$ cat src/hw/vga_pkg.sv
package vga_pkg;

    // horizontal line timing in pixel clocks, 640x480 at 60 Hz
    localparam int h_active     = 640;
    localparam int h_sync_start = 656;
    localparam int h_sync_end   = 752; // exclusive
    localparam int h_total      = 800;

    // vertical frame timing in lines
    localparam int v_active     = 480;
    localparam int v_sync_start = 490;
    localparam int v_sync_end   = 492; // exclusive
    localparam int v_total      = 525;

    // centered 320x240 window that is fed from the frame buffer
    localparam int win_x0 = 160;
    localparam int win_x1 = 480; // exclusive
    localparam int win_y0 = 120;
    localparam int win_y1 = 360; // exclusive

    localparam int win_pixels = (win_x1 - win_x0) * (win_y1 - win_y0);

    // 17 bits covers the 76800 window words
    localparam int fb_addr_w = 17;

    // both beam counters fit in 10 bits
    localparam int count_w = 10;

    // beam counters to pins: one cycle of RAM read, one cycle of output register
    localparam int pipe_delay = 2;

    // one RGB565 word
    // the writer and the RAM only move it around as raw bits
    // scan-out is the one place that splits it into color fields
    typedef union packed {
        logic [15:0] raw;
        struct packed {
            logic [4:0] red;   // bits 15:11
            logic [5:0] green; // bits 10:5
            logic [4:0] blue;  // bits 4:0
        } rgb;
    } pixel_word_u;

endpackage

$ cat src/hw/window_scanout.sv
module window_scanout (
    input  logic                          clk_25m,
    input  logic                          rst_n,
    input  logic [vga_pkg::count_w-1:0]   h_count,
    input  logic [vga_pkg::count_w-1:0]   v_count,
    output logic [vga_pkg::fb_addr_w-1:0] rd_addr,
    input  vga_pkg::pixel_word_u          rd_data,
    output logic [4:0]                    vga_red,
    output logic [5:0]                    vga_green,
    output logic [4:0]                    vga_blue
);
    import vga_pkg::*;

    logic                 row_in;
    logic                 col_in;
    logic                 in_win;
    logic                 in_win_d1; // lines up with rd_data
    logic [fb_addr_w-1:0] addr_q;

    assign row_in = (v_count >= count_w'(win_y0)) && (v_count < count_w'(win_y1));
    assign col_in = (h_count >= count_w'(win_x0)) && (h_count < count_w'(win_x1));
    assign in_win = row_in && col_in;

    // the window is stored row after row, so the address simply counts
    // window pixels and starts over outside the window rows
    always_ff @(posedge clk_25m or negedge rst_n) begin
        if (!rst_n) begin
            addr_q <= '0;
        end else if (!row_in) begin
            addr_q <= '0;
        end else if (in_win) begin
            if (addr_q == fb_addr_w'(win_pixels - 1)) begin
                addr_q <= '0; // last pixel of the window
            end else begin
                addr_q <= addr_q + 1'b1;
            end
        end
    end

    assign rd_addr = addr_q;

    always_ff @(posedge clk_25m or negedge rst_n) begin
        if (!rst_n) begin
            in_win_d1 <= 1'b0;
            vga_red   <= '0;
            vga_green <= '0;
            vga_blue  <= '0;
        end else begin
            in_win_d1 <= in_win;
            if (in_win_d1) begin
                vga_red   <= rd_data.rgb.red;
                vga_green <= rd_data.rgb.green;
                vga_blue  <= rd_data.rgb.blue;
            end else begin
                vga_red   <= '0; // border stays black
                vga_green <= '0;
                vga_blue  <= '0;
            end
        end
    end

    a_addr_range: assert property (
        @(posedge clk_25m) disable iff (!rst_n)
        rd_addr < fb_addr_w'(win_pixels)
    ) else $error("scan-out read address %0d past end of window", rd_addr);

endmodule

$ cat config.mk
export PLATFORM = sky130hd
export DESIGN_NAME = window_scanout
export DESIGN_NICKNAME = d
export VERILOG_FILES = /design/src/hw/vga_pkg.sv /design/src/hw/window_scanout.sv
export SDC_FILE = /design/constraint.sdc
export NUM_CORES = 1
export LEC_CHECK = 0
export ABC_AREA = 1
export BUFFER_PORTS_ARGS = -buffer_cell sky130_fd_sc_hd__buf_2
export CORE_UTILIZATION = 54
export CTS_BUF_LIST = sky130_fd_sc_hd__clkbuf_8
export DETAILED_ROUTE_END_ITERATION = 10
export PLACE_DENSITY = 0.87
export SYNTH_ARGS = -nofsm -noshare
export SYNTH_HDL_FRONTEND = slang
export SYNTH_SLANG_ARGS = --single-unit
$ cat constraint.sdc
create_clock -name clk_25m -period 2.5 [get_ports clk_25m]
set_input_delay 0.625 -clock clk_25m [delete_from_list [all_inputs] [get_ports clk_25m]]
set_output_delay 0.625 -clock clk_25m [all_outputs]
set_load 0.005 [all_outputs]
Yosys cells after proc, flatten, opt, wreduce, memory -nomap -nowiden
Index checks and enable logic that the tools add are counted.
{"block": "classes", "n_reduce_logical": 3, "n_bitwise": 0, "shift": 0, "n_addsub": 1, "muxes": 6, "div_mod_pow": 0, "n_lt_le_gt_ge": 4, "mul": 0, "n_eq_ne": 2}
{"cell": "$mux W17", "n": 3}
{"cell": "$lt A10 B9 Y1 const B", "n": 2}
{"cell": "$add A17 B1 Y17 const B", "n": 1}
{"cell": "$eq A17 B17 Y1 const B", "n": 1}
{"cell": "$ge A10 B7 Y1 const B", "n": 1}
{"cell": "$ge A10 B8 Y1 const B", "n": 1}
{"cell": "$mux W5", "n": 2}
{"cell": "$mux W6", "n": 1}
{"cell": "$logic_and A1 B1 Y1", "n": 3}
{"cell": "$ne A2 B1 Y1 const B", "n": 1}
{"block": "totals", "latch_bits": 0, "register_bits": 34, "word_cells": 21, "n_memories": 0, "mem_bits_rw": 0, "rom_bits": 0}

Longest topological paths before layout
Gate-level depths: netlist of the first run.
{"block": "depth", "depth_word": 5, "ltp_mapped": 10, "mapped_depth_nobuf": 9}

Worst setup path after synthesis of the first run
No wires, ideal clock.
{"block": "synth_timing", "kind": "input -> register", "start": "in v_count[7] (netlist bit)", "end": "reg addr_q[14], in the netlist rd_addr[14]", "arrival_time_ns": 1.297, "required_ns": 2.382, "n_path_buf": 1, "setup_ns": 0.118, "cell_stages": 9, "path_slack_ns": 1.085, "cell_sequence": "inv_1 > nand2_1 > nor2_2 > nor2_4 > nand3_4 > inv_4 > buf_6 > nand2_1 > nand2_1"}
{"block": "synth_via", "elab_chain_len": 4, "elab_cells_between_ends": 6, "cone_classes": "order compare (2); eq/ne (1); mux (1); reduce/logical (2)"}
{"element": "start: declaration", "line_no": "window_scanout.sv:5", "source": "input logic [vga_pkg::count_w-1:0] v_count,"}
{"element": "$ge A10 B7 Y1 / $lt A10 B9 Y1 (equally long branches)", "line_no": "window_scanout.sv:20", "source": "assign row_in = (v_count >= count_w'(win_y0)) && (v_count < count_w'(win_y1));"}
{"element": "$logic_and A1 B1 Y1 (*)", "line_no": "window_scanout.sv:20"}
{"element": "$logic_and A1 B1 Y1", "line_no": "window_scanout.sv:22", "source": "assign in_win = row_in && col_in;"}
{"element": "$ne A2 B1 Y1 (no source line)"}
{"element": "end signal: assignment", "line_no": "window_scanout.sv:35", "source": "addr_q <= addr_q + 1'b1;"}
{"element": "end: declaration", "line_no": "window_scanout.sv:18", "source": "logic [fb_addr_w-1:0] addr_q;"}
Mark *: on every way between the ends. The rest lies on a longest branch, timed or not.
A chain may end at the register's enable or synchronous reset.

Worst setup path after layout of the first run
{"block": "layout_timing", "start": "reg addr_q[1], in the netlist rd_addr[1]", "end": "reg addr_q[9], in the netlist rd_addr[9]"}
{"block": "layout_via", "elab_chain_len": 4, "elab_cells_between_ends": 5, "cone_classes": "add/sub (1); eq/ne (1); mux (3)"}
{"element": "$add A17 B1 Y17 / $eq A17 B17 Y1 (equally long branches)", "line_no": "window_scanout.sv:35, window_scanout.sv:32"}
{"element": "$mux W17 (*)", "line_no": "window_scanout.sv:32", "source": "if (addr_q == fb_addr_w'(win_pixels - 1)) begin"}
{"element": "$mux W17 (*)", "line_no": "window_scanout.sv:31", "source": "end else if (in_win) begin"}
{"element": "$mux W17 (*)", "line_no": "window_scanout.sv:29", "source": "end else if (!row_in) begin"}
Mark *: on every way between the ends. The rest lies on a longest branch, timed or not. The select of a mux whose other input is x is not followed.

==> results of run 1 <==
==> per-layer routing <==
layer | wire (µm) | vias to the layer above | GRT usage [%]
met5 | 0 | - | 0
met4 | 41 | 0 | 6.494
met3 | 204 | 6 | 5.330
met2 | 1929 | 55 | 40.35
met1 | 1707 | 813 | 29.57
li1 | - | 861 | -
==> layout make-up <==
cell class	instances	share of cell area, %
clock buffer	6	3.632
clock inverter	2	0.5504
inverter	40	6.934
multi-input combinational	160	35.39
sequential	34	37.42
tap	44	2.422
timing repair buffer	62	13.65
==> cells in the final DEF (no fill, tap or decap), types with 3 or more instances in the layout <==
| cell | count |
|---|---|
| nor2_2 | 7 |
| xor2_1 | 7 |
| inv_1 | 38 |
| nand4_1 | 6 |
| buf_2 | 62 |
| nand3b_1 | 3 |
| nor2_4 | 3 |
| nand3_1 | 23 |
| nand2_1 | 83 |
| clkbuf_8 | 6 |
| o21ai_1 | 3 |
| dfrtp_1 | 34 |
| nand2_2 | 4 |
| nor2_1 | 11 |
==> stage by stage <==
| stage | total power [W] | setup WS, ns | hold slack [ns] |
|---|---|---|---|
| global route | 0.001115 | 0.8424 | 0.4596 |
| global placement | 0.0006601 | 0.7266 | 0.5348 |
| floorplan | 0.0006161 | 1.085 | 0.3294 |
| detailed placement | 0.0006639 | 0.6878 | 0.5451 |
| CTS | 0.001079 | 0.9551 | 0.4344 |
| finish | 0.001069 | 0.9511 | 0.4031 |
==> state kept, by name, indices dropped and copies added (netlist names) <==
register   cells
in_win_d1      1
vga_blue       5
vga_red        5
rd_addr       17
vga_green      6
==> worst paths after layout <==
path                            cells after the start  slack, ns                 endpoint                     from
worst min register to register                      2       0.55  rd_addr[15]$_DFFE_PN0P_  rd_addr[15]$_DFFE_PN0P_
worst min-delay path                                1       0.40  rd_addr[12]$_DFFE_PN0P_                    rst_n
min in group clk_25m                                3       0.52    vga_blue[4]$_DFF_PN0_               rd_data[4]
max in group asynchronous                           1       1.62     vga_red[3]$_DFF_PN0_                    rst_n
worst max-delay path                                8       0.95   rd_addr[9]$_DFFE_PN0P_   rd_addr[1]$_DFFE_PN0P_
worst max register to register                      8       0.95   rd_addr[9]$_DFFE_PN0P_   rd_addr[1]$_DFFE_PN0P_
==> logic make-up after synthesis <==
kind of cell	after synthesis	synth area share, %
DFF	34	46.16
AOI/OAI and AO/OA	7	2.036
adders and majority gates	1	0.6788
buffers and inverters	44	10.18
xor gates and xnor gates	7	3.327
and+or+nand+nor	145	37.61
==> critical path, cell delays in order (launching register included) <==
cell	delay [ns]
dfrtp_1	0.42
ha_1	0.24
nand2_1	0.10
nor2_2	0.19
nand2_4	0.11
clkinv_4	0.06
nand3_4	0.13
nand3_1	0.13
nand2_1	0.06
==> power by group through the flow <==
| stage | sequential, W | combinational (W) | clock [W] |
|---|---|---|---|
| floorplan | 0.000574 | 0.0000424 | 0 |
| global placement | 0.000575 | 0.0000852 | 0 |
| detailed placement | 0.000575 | 0.0000886 | 0 |
| CTS | 0.000565 | 0.0000890 | 0.000425 |
| global route | 0.000566 | 0.0000993 | 0.000449 |
| finish | 0.000565 | 0.0000871 | 0.000417 |
==> summary.txt, run 1 <==
Post-DP HPWL -> 2.873 mm
Yosys warning total -> 0
DP Cell Count -> 340
Worst setup SP type -> register
Wire per inst -> 11.16 µm
Netlist cell types -> 24
Sequential share of the synthesized area -> 46.16%
Clk slew on worst S/H paths -> 0.07 ns
Top cells by area, synth -> dfrtp_1, nand2_1, inv_1
Chip width -> 60.42 µm
CTS Root Cell -> clkbuf_8
Post-synth EDFFs -> 0
Pre-antenna DRT Iters -> 4
Unrepaired setup endpoints after global routing -> no
Final hold violation count -> 0
FILL cells -> 296
HP Class -> in -> async
FF+latch count, synth -> 34
Multi-input logic area -> 804.5 µm²
Drt first-iter violations -> 98
Layout Area Growth over Synthesis -> 23.35%
Critical Path Sink Type -> register
Period Utilization, post-route -> 61.96%
GR Overflow Total -> 0
Vias in the first global route -> 1,534
CP required -> 2.67 ns
Worst rel slew slack -> 50.56%
PortBufs -> 62
Later-pin clock latency in the skew report -> 0.28 ns
Initial Util -> 58.45%
Worst Path Max Fanout -> 10
Status -> finished, final reports clean
Final Instance Area -> 2273 µm²
CTS Buffer Depth -> 2
H-tree levels -> 2
Pins Over Slew Limit -> 0
Largest net degree at the start of global routing -> 35
Leak -> 1.388 nW
Post_cts resized -> 0
Post-DP Area -> 2178 µm²
Syn nets -> 277
Cell area after synthesis -> 1843 µm²
Antenna-violating nets left -> 0
Crit Path Category -> reg -> reg
Post-CTS setup buffers -> 0
Setup violators final -> 0
MaxCap Viol Count -> 0
IO Pins -> 71
Yosys top cell by area -> dfrtp_1
FFs w/ async S/R, synth -> 100.0%
First-pass GRT wire length -> 6.334 mm
Critical Path AT -> 1.72 ns
Final min period -> 1.549 ns
Antenna diodes -> 0
Final wirelength -> 3.883 mm
Final Non-Filler Cells -> 348
Top-area cell type share of the netlist area -> 46.16%
Placer Congestion -> 0.8764
Most frequent cell after synthesis -> nand2_1
Final nets -> 342
Pint -> 0.0008138 W
Initial antenna violation count -> 0
Core footprint -> 3153 µm²
Register area -> 850.8 µm²
Vias per inst -> 4.986
Total Routing Usage GR -> 23.38%
P_sw -> 0.0002548 W
Worst clock skew -> 0.004093 ns
Die height -> 60.42 µm
CTS Buf Count -> 5
PD cells -> 470.0 nW/µm²
DR vias -> 1,735
Post-synth top cells -> nand2_1, inv_1, dfrtp_1
DIE AREA -> 3651 µm²
Setup tns final -> 0 ns
Share of layout cells above drive strength 1 -> 29.93%
Maximum vdd drop -> 0.0004754 V
Main flop type after synthesis -> dfrtp_1
Comb pwr share -> 8.1%
Sequential group share of total power -> 52.9%
CTS tree -> yes
Rows -> 20
Post-CTS Hold Fix Bufs -> 0
DRC violations left -> 0
Synth Instances -> 238
Clock power share -> 39.0%
CTS sink cnt -> 34
Switching share of total power -> 23.84%
Finished Core Util -> 72.10%
Syn avg cell area -> 7.744 µm²
Actual slew at the worst max-slew pin -> 0.7416 ns
Fmax -> 0.6456 GHz
Power figures use the tool's default switching activity.
==> run 2: changes to the inputs <==
--- a/config.mk
+++ b/config.mk
@@ -7,10 +7,10 @@
 export LEC_CHECK = 0
 export ABC_AREA = 1
 export BUFFER_PORTS_ARGS = -buffer_cell sky130_fd_sc_hd__buf_2
-export CORE_UTILIZATION = 54
+export CORE_UTILIZATION = 50
 export CTS_BUF_LIST = sky130_fd_sc_hd__clkbuf_8
 export DETAILED_ROUTE_END_ITERATION = 10
-export PLACE_DENSITY = 0.87
+export PLACE_DENSITY = 0.81
 export SYNTH_ARGS = -nofsm -noshare
 export SYNTH_HDL_FRONTEND = slang
 export SYNTH_SLANG_ARGS = --single-unit
==> constraint.sdc (replaced) <==
create_clock -name clk_25m -period 1.5 [get_ports clk_25m]
set_input_delay 0.375 -clock clk_25m [delete_from_list [all_inputs] [get_ports clk_25m]]
set_output_delay 0.375 -clock clk_25m [all_outputs]
set_load 0.005 [all_outputs]
==> run 2 against run 1 <==
Sequential share of layout area shrank 1.7 points. Die area grew 7.7%. Worst setup slack lost 0.88 ns. Clock skew grew 0.0052 ns. Final cell count grew 2.3%. Combinational power grew 86%. Critical endpoint is now rd_addr[10]$_DFFE_PN0P_.
==> summary.txt, run 2 (synthesis results as in run 1) <==
Status -> finished, final reports clean (unchanged)
GR Overflow Total -> 0 (unchanged)
Most common cell after layout, fill and taps aside -> nand2_1 (unchanged)
Clk slew on worst S/H paths -> 0.07 ns (about the same)
DIE AREA -> 3933 µm² (was 3651 µm²)
Layout Area Growth over Synthesis -> 29.40% (was 23.35%)
Worst Path Max Fanout -> 5 (was 10)
Chip width -> 62.71 µm (was 60.42 µm)
Pins Over Slew Limit -> 0 (unchanged)
Worst rel slew slack -> 68.67% (was 50.56%)
Period Utilization, post-route -> 95.43% (was 61.96%)
Largest register FFs -> 17 (unchanged)
CTS Root Cell -> clkbuf_8 (unchanged)
CTS Buf Count -> 5 (unchanged)
CP required -> 1.67 ns (was 2.67 ns)
Post-DP Area -> 2231 µm² (was 2178 µm²)
Total Power -> 0.001954 W (was 0.001069 W)
Actual slew at the worst max-slew pin -> 0.4699 ns (was 0.7416 ns)
CTS sink cnt -> 34 (unchanged)
Worst setup SP type -> register (unchanged)
Routed wl met2 -> 2.269 mm (was 1.929 mm)
PortBufs -> 62 (unchanged)
CTS Buffer Depth -> 2 (unchanged)
Leak -> 1.429 nW (was 1.388 nW)
Post-DP HPWL -> 2.965 mm (was 2.873 mm)
Final wirelength -> 4.347 mm (was 3.883 mm)
Commonest non-fill, non-tap cells in the layout -> nand2_1, buf_2, inv_1 (unchanged)
Die height -> 62.71 µm (was 60.42 µm)
Later-pin clock latency in the skew report -> 0.29 ns (was 0.28 ns)
MaxCap Viol Count -> 0 (unchanged)
Share of layout cells above drive strength 1 -> 32.58% (was 29.93%)
Maximum vdd drop -> 0.0005454 V (was 0.0004754 V)
DRC violations left -> 0 (unchanged)
Antenna-violating nets left -> 0 (unchanged)
DR vias -> 1,756 (was 1,735)
First-pass GRT wire length -> 7.493 mm (was 6.334 mm)
Fmax -> 0.6986 GHz (was 0.6456 GHz)
IO Pins -> 71 (unchanged)
Metal-1 WL -> 1.752 mm (was 1.707 mm)
Max Used Layer -> met4 (unchanged)
H-tree levels -> 2 (unchanged)
Vias per inst -> 4.933 (was 4.986)
Drt first-iter violations -> 134 (was 98)
CTS tree -> yes (unchanged)
Core footprint -> 3442 µm² (was 3153 µm²)
Rows -> 21 (was 20)
HP Class -> in -> async (unchanged)
PD cells -> 819.5 nW/µm² (was 470.0 nW/µm²)
Critical Path Sink Type -> register (unchanged)
Initial antenna violation count -> 0 (unchanged)
Final Instance Area -> 2385 µm² (was 2273 µm²)
Placer Congestion -> 0.8866 (was 0.8764)
Final nets -> 349 (was 342)
Crit Path Category -> reg -> reg (unchanged)
Wire per inst -> 12.21 µm (was 11.16 µm)
Setup violators final -> 0 (unchanged)
Critical Path AT -> 1.60 ns (was 1.72 ns)
Initial Util -> 53.54% (was 58.45%)
Largest net degree at the start of global routing -> 35 (unchanged)
Metal3 WL -> 271 µm (was 204 µm)
Vias in the first global route -> 1,756 (was 1,534)
Total Routing Usage GR -> 24.19% (was 23.38%)
Pre-antenna DRT Iters -> 4 (unchanged)
Worst clock skew -> 0.009275 ns (was 0.004093 ns)
Antenna diodes -> 0 (unchanged)
Final hold violation count -> 0 (unchanged)
Final min period -> 1.431 ns (was 1.549 ns)
## run 2: timing repair
item | in CTS | in global routing
hold buffers | 0 | 0
gates resized for setup | 0 | 6
buffers inserted | 0 | 1
endpoints found under the setup margin | 0 | 11
## run 2: worst max-delay path: stages (launching register included)
cell and delay, ns:
dfrtp_1 0.36, ha_2 0.21, nand2_2 0.09, nor2_4 0.17, nand2_4 0.11, clkinv_4 0.08, nand3_4 0.11, nand3_1 0.13
nand2_1 0.06
## run 2: stage by stage
stage | instances | setup slack, ns | hold WS (ns) | setup TNS [ns] | util, %
floorplan | 238 | 0.1848 | 0.07941 | 0 | -
finish | 356 | 0.06852 | 0.1089 | 0 | 69.28
global route | 356 | -0.0001039 | 0.1481 | -0.0001039 | 69.28
CTS | 354 | 0.006483 | 0.1194 | 0 | 68.08
detailed placement | 347 | 0.02891 | 0.4253 | 0 | 64.81
global placement | 347 | 0.1281 | 0.4265 | 0 | 64.81
## run 2: layout make-up
| cell class | instances | area, µm² |
|---|---|---|
| clock buffer | 6 | 82.58 |
| clock inverter | 1 | 30.03 |
| fill | 292 | 1057 |
| inverter | 40 | 157.7 |
| multi-input combinational | 161 | 837.1 |
| sequential | 34 | 852.1 |
| tap | 46 | 57.56 |
| timing repair buffer | 68 | 367.9 |
## run 2: routing by layer
metal / up-vias / GRT usage, %
met5: - / 0
met4: 0 / 10.47
met3: 6 / 5.109
met2: 61 / 42.66
met1: 814 / 28.15
li1: 875 / -
## run 2: path summary, 6_finish.rpt
check | from | to | slack, ns | cells past startpoint
setup / recovery | rd_addr[1]$_DFFE_PN0P_ | rd_addr[10]$_DFFE_PN0P_ | 0.07 | 8
hold / removal | rst_n | rd_addr[12]$_DFFE_PN0P_ | 0.11 | 2
setup reg to reg | rd_addr[1]$_DFFE_PN0P_ | rd_addr[10]$_DFFE_PN0P_ | 0.07 | 8
hold reg to reg | rd_addr[16]$_DFFE_PN0P_ | rd_addr[16]$_DFFE_PN0P_ | 0.56 | 2
max in group asynchronous | rst_n | rd_addr[2]$_DFFE_PN0P_ | 1.07 | 2
min in group clk_25m | rd_data[2] | vga_blue[2]$_DFF_PN0_ | 0.28 | 3
## run 2: power by group
| group | internal [W] | switching [W] | total [W] | leakage (nW) |
|---|---|---|---|---|
| Clock | 0.000531 | 0.000321 | 0.000852 | 0.0573 |
| Combinational | 0.0000679 | 0.0000942 | 0.000162 | 0.902 |
| Sequential | 0.000931 | 0.00000849 | 0.000940 | 0.470 |
==> run 3: changes to the inputs <==
--- a/config.mk
+++ b/config.mk
@@ -7,6 +7,7 @@
 export LEC_CHECK = 0
 export ABC_AREA = 1
 export BUFFER_PORTS_ARGS = -buffer_cell sky130_fd_sc_hd__buf_2
+export CORE_MARGIN = 2
 export CORE_UTILIZATION = 50
 export CTS_BUF_LIST = sky130_fd_sc_hd__clkbuf_8
 export DETAILED_ROUTE_END_ITERATION = 10
==> run 3 against run 2 <==
First-iteration DRC count shrank 20%. Sequential share of layout area is 0.31 points higher. Sequential power about the same. Non-clock buffer count rose by 2. Hold slack got worse by 0.11 ns. Power fell by 9.7%. Wire length is 6.4% lower. Critical path depth unchanged. Maximum frequency is 2.8% higher. Utilization down 3.8 points. Global-route usage decreased by 2.4 points.
==> summary.txt, run 3 (synthesis results as in run 1) <==
Status -> finished, final reports clean (unchanged)
FILL cells -> 314 (was 292)
Multi-input logic area -> 814.5 µm² (was 837.1 µm²)
H-tree levels -> 2 (unchanged)
Total Power -> 0.001764 W (was 0.001954 W)
Worst rel slew slack -> 70.75% (was 68.67%)
Rows -> 22 (was 21)
Slowest CP cell -> dfrtp_1 (unchanged)
Critical Path AT -> 1.56 ns (was 1.60 ns)
GR Overflow Total -> 0 (unchanged)
Slowest stage delay, CP -> 0.36 ns (about the same)
Initial antenna violation count -> 0 (unchanged)
Crit path cell chain -> ha_1, nand2_1, nor2_4, nand2_4, clkinv_4, nand3_4, nand3_1, nand2_1 (was ha_2, nand2_2, nor2_4, nand2_4, clkinv_4, nand3_4, nand3_1, nand2_1)
Chip width -> 64.71 µm (was 62.71 µm)
Later-pin clock latency in the skew report -> 0.29 ns (about the same)
CTS Root Cell -> clkbuf_8 (unchanged)
Clk slew on worst S/H paths -> 0.07 ns (about the same)
Antenna-violating nets left -> 0 (unchanged)
Metal-1 WL -> 1.739 mm (was 1.752 mm)
Cell repeated most along the worst path -> nand2_1
Critical Path Sink Type -> register (unchanged)
Fmax -> 0.7181 GHz (was 0.6986 GHz)
Worst Path Max Fanout -> 10 (was 5)
CP required -> 1.67 ns (about the same)
Final hold violation count -> 0 (unchanged)
Commonest non-fill, non-tap cells in the layout -> nand2_1, buf_2, inv_1 (unchanged)
Worst setup SP type -> register (unchanged)
Unrepaired setup endpoints after global routing -> yes
Max Used Layer -> met4 (unchanged)
DRC violations left -> 0 (unchanged)
DIE AREA -> 4187 µm² (was 3933 µm²)
DR vias -> 1,740 (was 1,756)
Largest register FFs -> 17 (unchanged)
Share of layout cells above drive strength 1 -> 31.61% (was 32.58%)
Largest net degree at the start of global routing -> 20 (was 35)
Placer Congestion -> 0.8987 (was 0.8866)
CTS Buf Count -> 5 (unchanged)
Routed wl met2 -> 2.009 mm (was 2.269 mm)
Register area -> 850.8 µm² (was 852.1 µm²)
Initial Util -> 51.11% (was 53.54%)
Core footprint -> 3606 µm² (was 3442 µm²)
Vias per inst -> 4.860 (was 4.933)
Crit-path leading delay family -> simple AND/OR/NAND/NOR gates (unchanged)
Period Utilization, post-route -> 92.83% (was 95.43%)
CTS sink cnt -> 34 (unchanged)
Cells on worst reg2reg path -> 8 (unchanged)
Most common cell after layout, fill and taps aside -> nand2_1 (unchanged)
Actual slew at the worst max-slew pin -> 0.4388 ns (was 0.4699 ns)
Leak -> 1.433 nW (was 1.429 nW)
Final wirelength -> 4.069 mm (was 4.347 mm)
Buffers and inverters on the worst path -> 1 (unchanged)
Reg2reg setup slack -> 0.11 ns (was 0.07 ns)
Pre-antenna DRT Iters -> 4 (unchanged)
Total Routing Usage GR -> 21.78% (was 24.19%)
IO Pins -> 71 (unchanged)
Post-DP HPWL -> 3.048 mm (was 2.965 mm)
First-pass GRT wire length -> 7.120 mm (was 7.493 mm)
Final nets -> 350 (was 349)
PD cells -> 747.1 nW/µm² (was 819.5 nW/µm²)
Layout Area Growth over Synthesis -> 28.11% (was 29.40%)
MaxCap Viol Count -> 0 (unchanged)
Maximum vdd drop -> 0.0004439 V (was 0.0005454 V)
Die height -> 64.71 µm (was 62.71 µm)
Instance count on the critical path -> 8 (unchanged)
HP Class -> in -> async (unchanged)
Worst clock skew -> 0.006423 ns (was 0.009275 ns)
Metal3 WL -> 268 µm (was 271 µm)
Final min period -> 1.392 ns (was 1.431 ns)
Setup violators final -> 0 (unchanged)
Min Hold Slack -> 0.0005061 ns (was 0.1089 ns)
Drt first-iter violations -> 107 (was 134)
PortBufs -> 62 (unchanged)
Pins Over Slew Limit -> 0 (unchanged)
CTS Buffer Depth -> 2 (unchanged)
Antenna diodes -> 0 (unchanged)
Crit Path Category -> reg -> reg (unchanged)
Post-CTS Hold Fix Bufs -> 0 (unchanged)
Setup tns final -> 0 ns (unchanged)
CTS tree -> yes (unchanged)
Wire per inst -> 11.37 µm (was 12.21 µm)
Vias in the first global route -> 1,707 (was 1,756)
run 3: metrics by stage:
| stage | setup WS (ns) | instances | area, µm² | utilization [%] |
|---|---|---|---|---|
| 2_1_floorplan | 0.1848 | 238 | 1843 | - |
| 3_3_place_gp | 0.1098 | 351 | 2261 | 62.70 |
| 3_5_place_dp | 0.07592 | 351 | 2261 | 62.70 |
| 4_1_cts | 0.06504 | 357 | 2344 | 64.99 |
| 5_1_grt | 0.008655 | 358 | 2361 | 65.48 |
| 6_report | 0.1075 | 358 | 2361 | 65.48 |
run 3: power by group:
group          internal [W]  total, W  switching (W)
registers          0.000932  0.000940     0.00000858
clock network      0.000353  0.000657       0.000303
logic             0.0000731  0.000167      0.0000938
total               0.00136   0.00176       0.000406
run 3: what timing repair did:
| action | 4_1_cts | 5_1_grt |
|---|---|---|
| gates resized for setup | 0 | 2 |
| endpoints found under the setup margin | 0 | 10 |
| buffers inserted | 0 | 1 |
run 3: cell type report:
| cell class | instances | share of cell area (%) |
|---|---|---|
| Timing Repair Buffer | 70 | 16.75 |
| Tap cell | 48 | 2.544 |
| Inverter | 40 | 6.677 |
| Sequential cell | 34 | 36.04 |
| Clock buffer | 6 | 3.498 |
| Multi-Input combinational cell | 160 | 34.50 |
run 3: path summary, 6_finish.rpt:
| path | start | to |
|---|---|---|
| hold / removal | rst_n | rd_addr[12]$_DFFE_PN0P_ |
| setup / recovery | rd_addr[0]$_DFFE_PN0P_ | rd_addr[9]$_DFFE_PN0P_ |
| max in group asynchronous | rst_n | vga_green[0]$_DFF_PN0_ |
| hold reg to reg | rd_addr[3]$_DFFE_PN0P_ | rd_addr[3]$_DFFE_PN0P_ |
| min in group clk_25m | rd_data[13] | vga_red[2]$_DFF_PN0_ |
| setup reg to reg | rd_addr[0]$_DFFE_PN0P_ | rd_addr[9]$_DFFE_PN0P_ |
run 3: per-layer routing:
| layer | track usage [%] | up-vias |
|---|---|---|
| met1 | 25.28 | 807 |
| met5 | 0 | - |
| met2 | 38.02 | 60 |
| met3 | 5.729 | 6 |
| met4 | 8.777 | 0 |
| li1 | - | 867 |
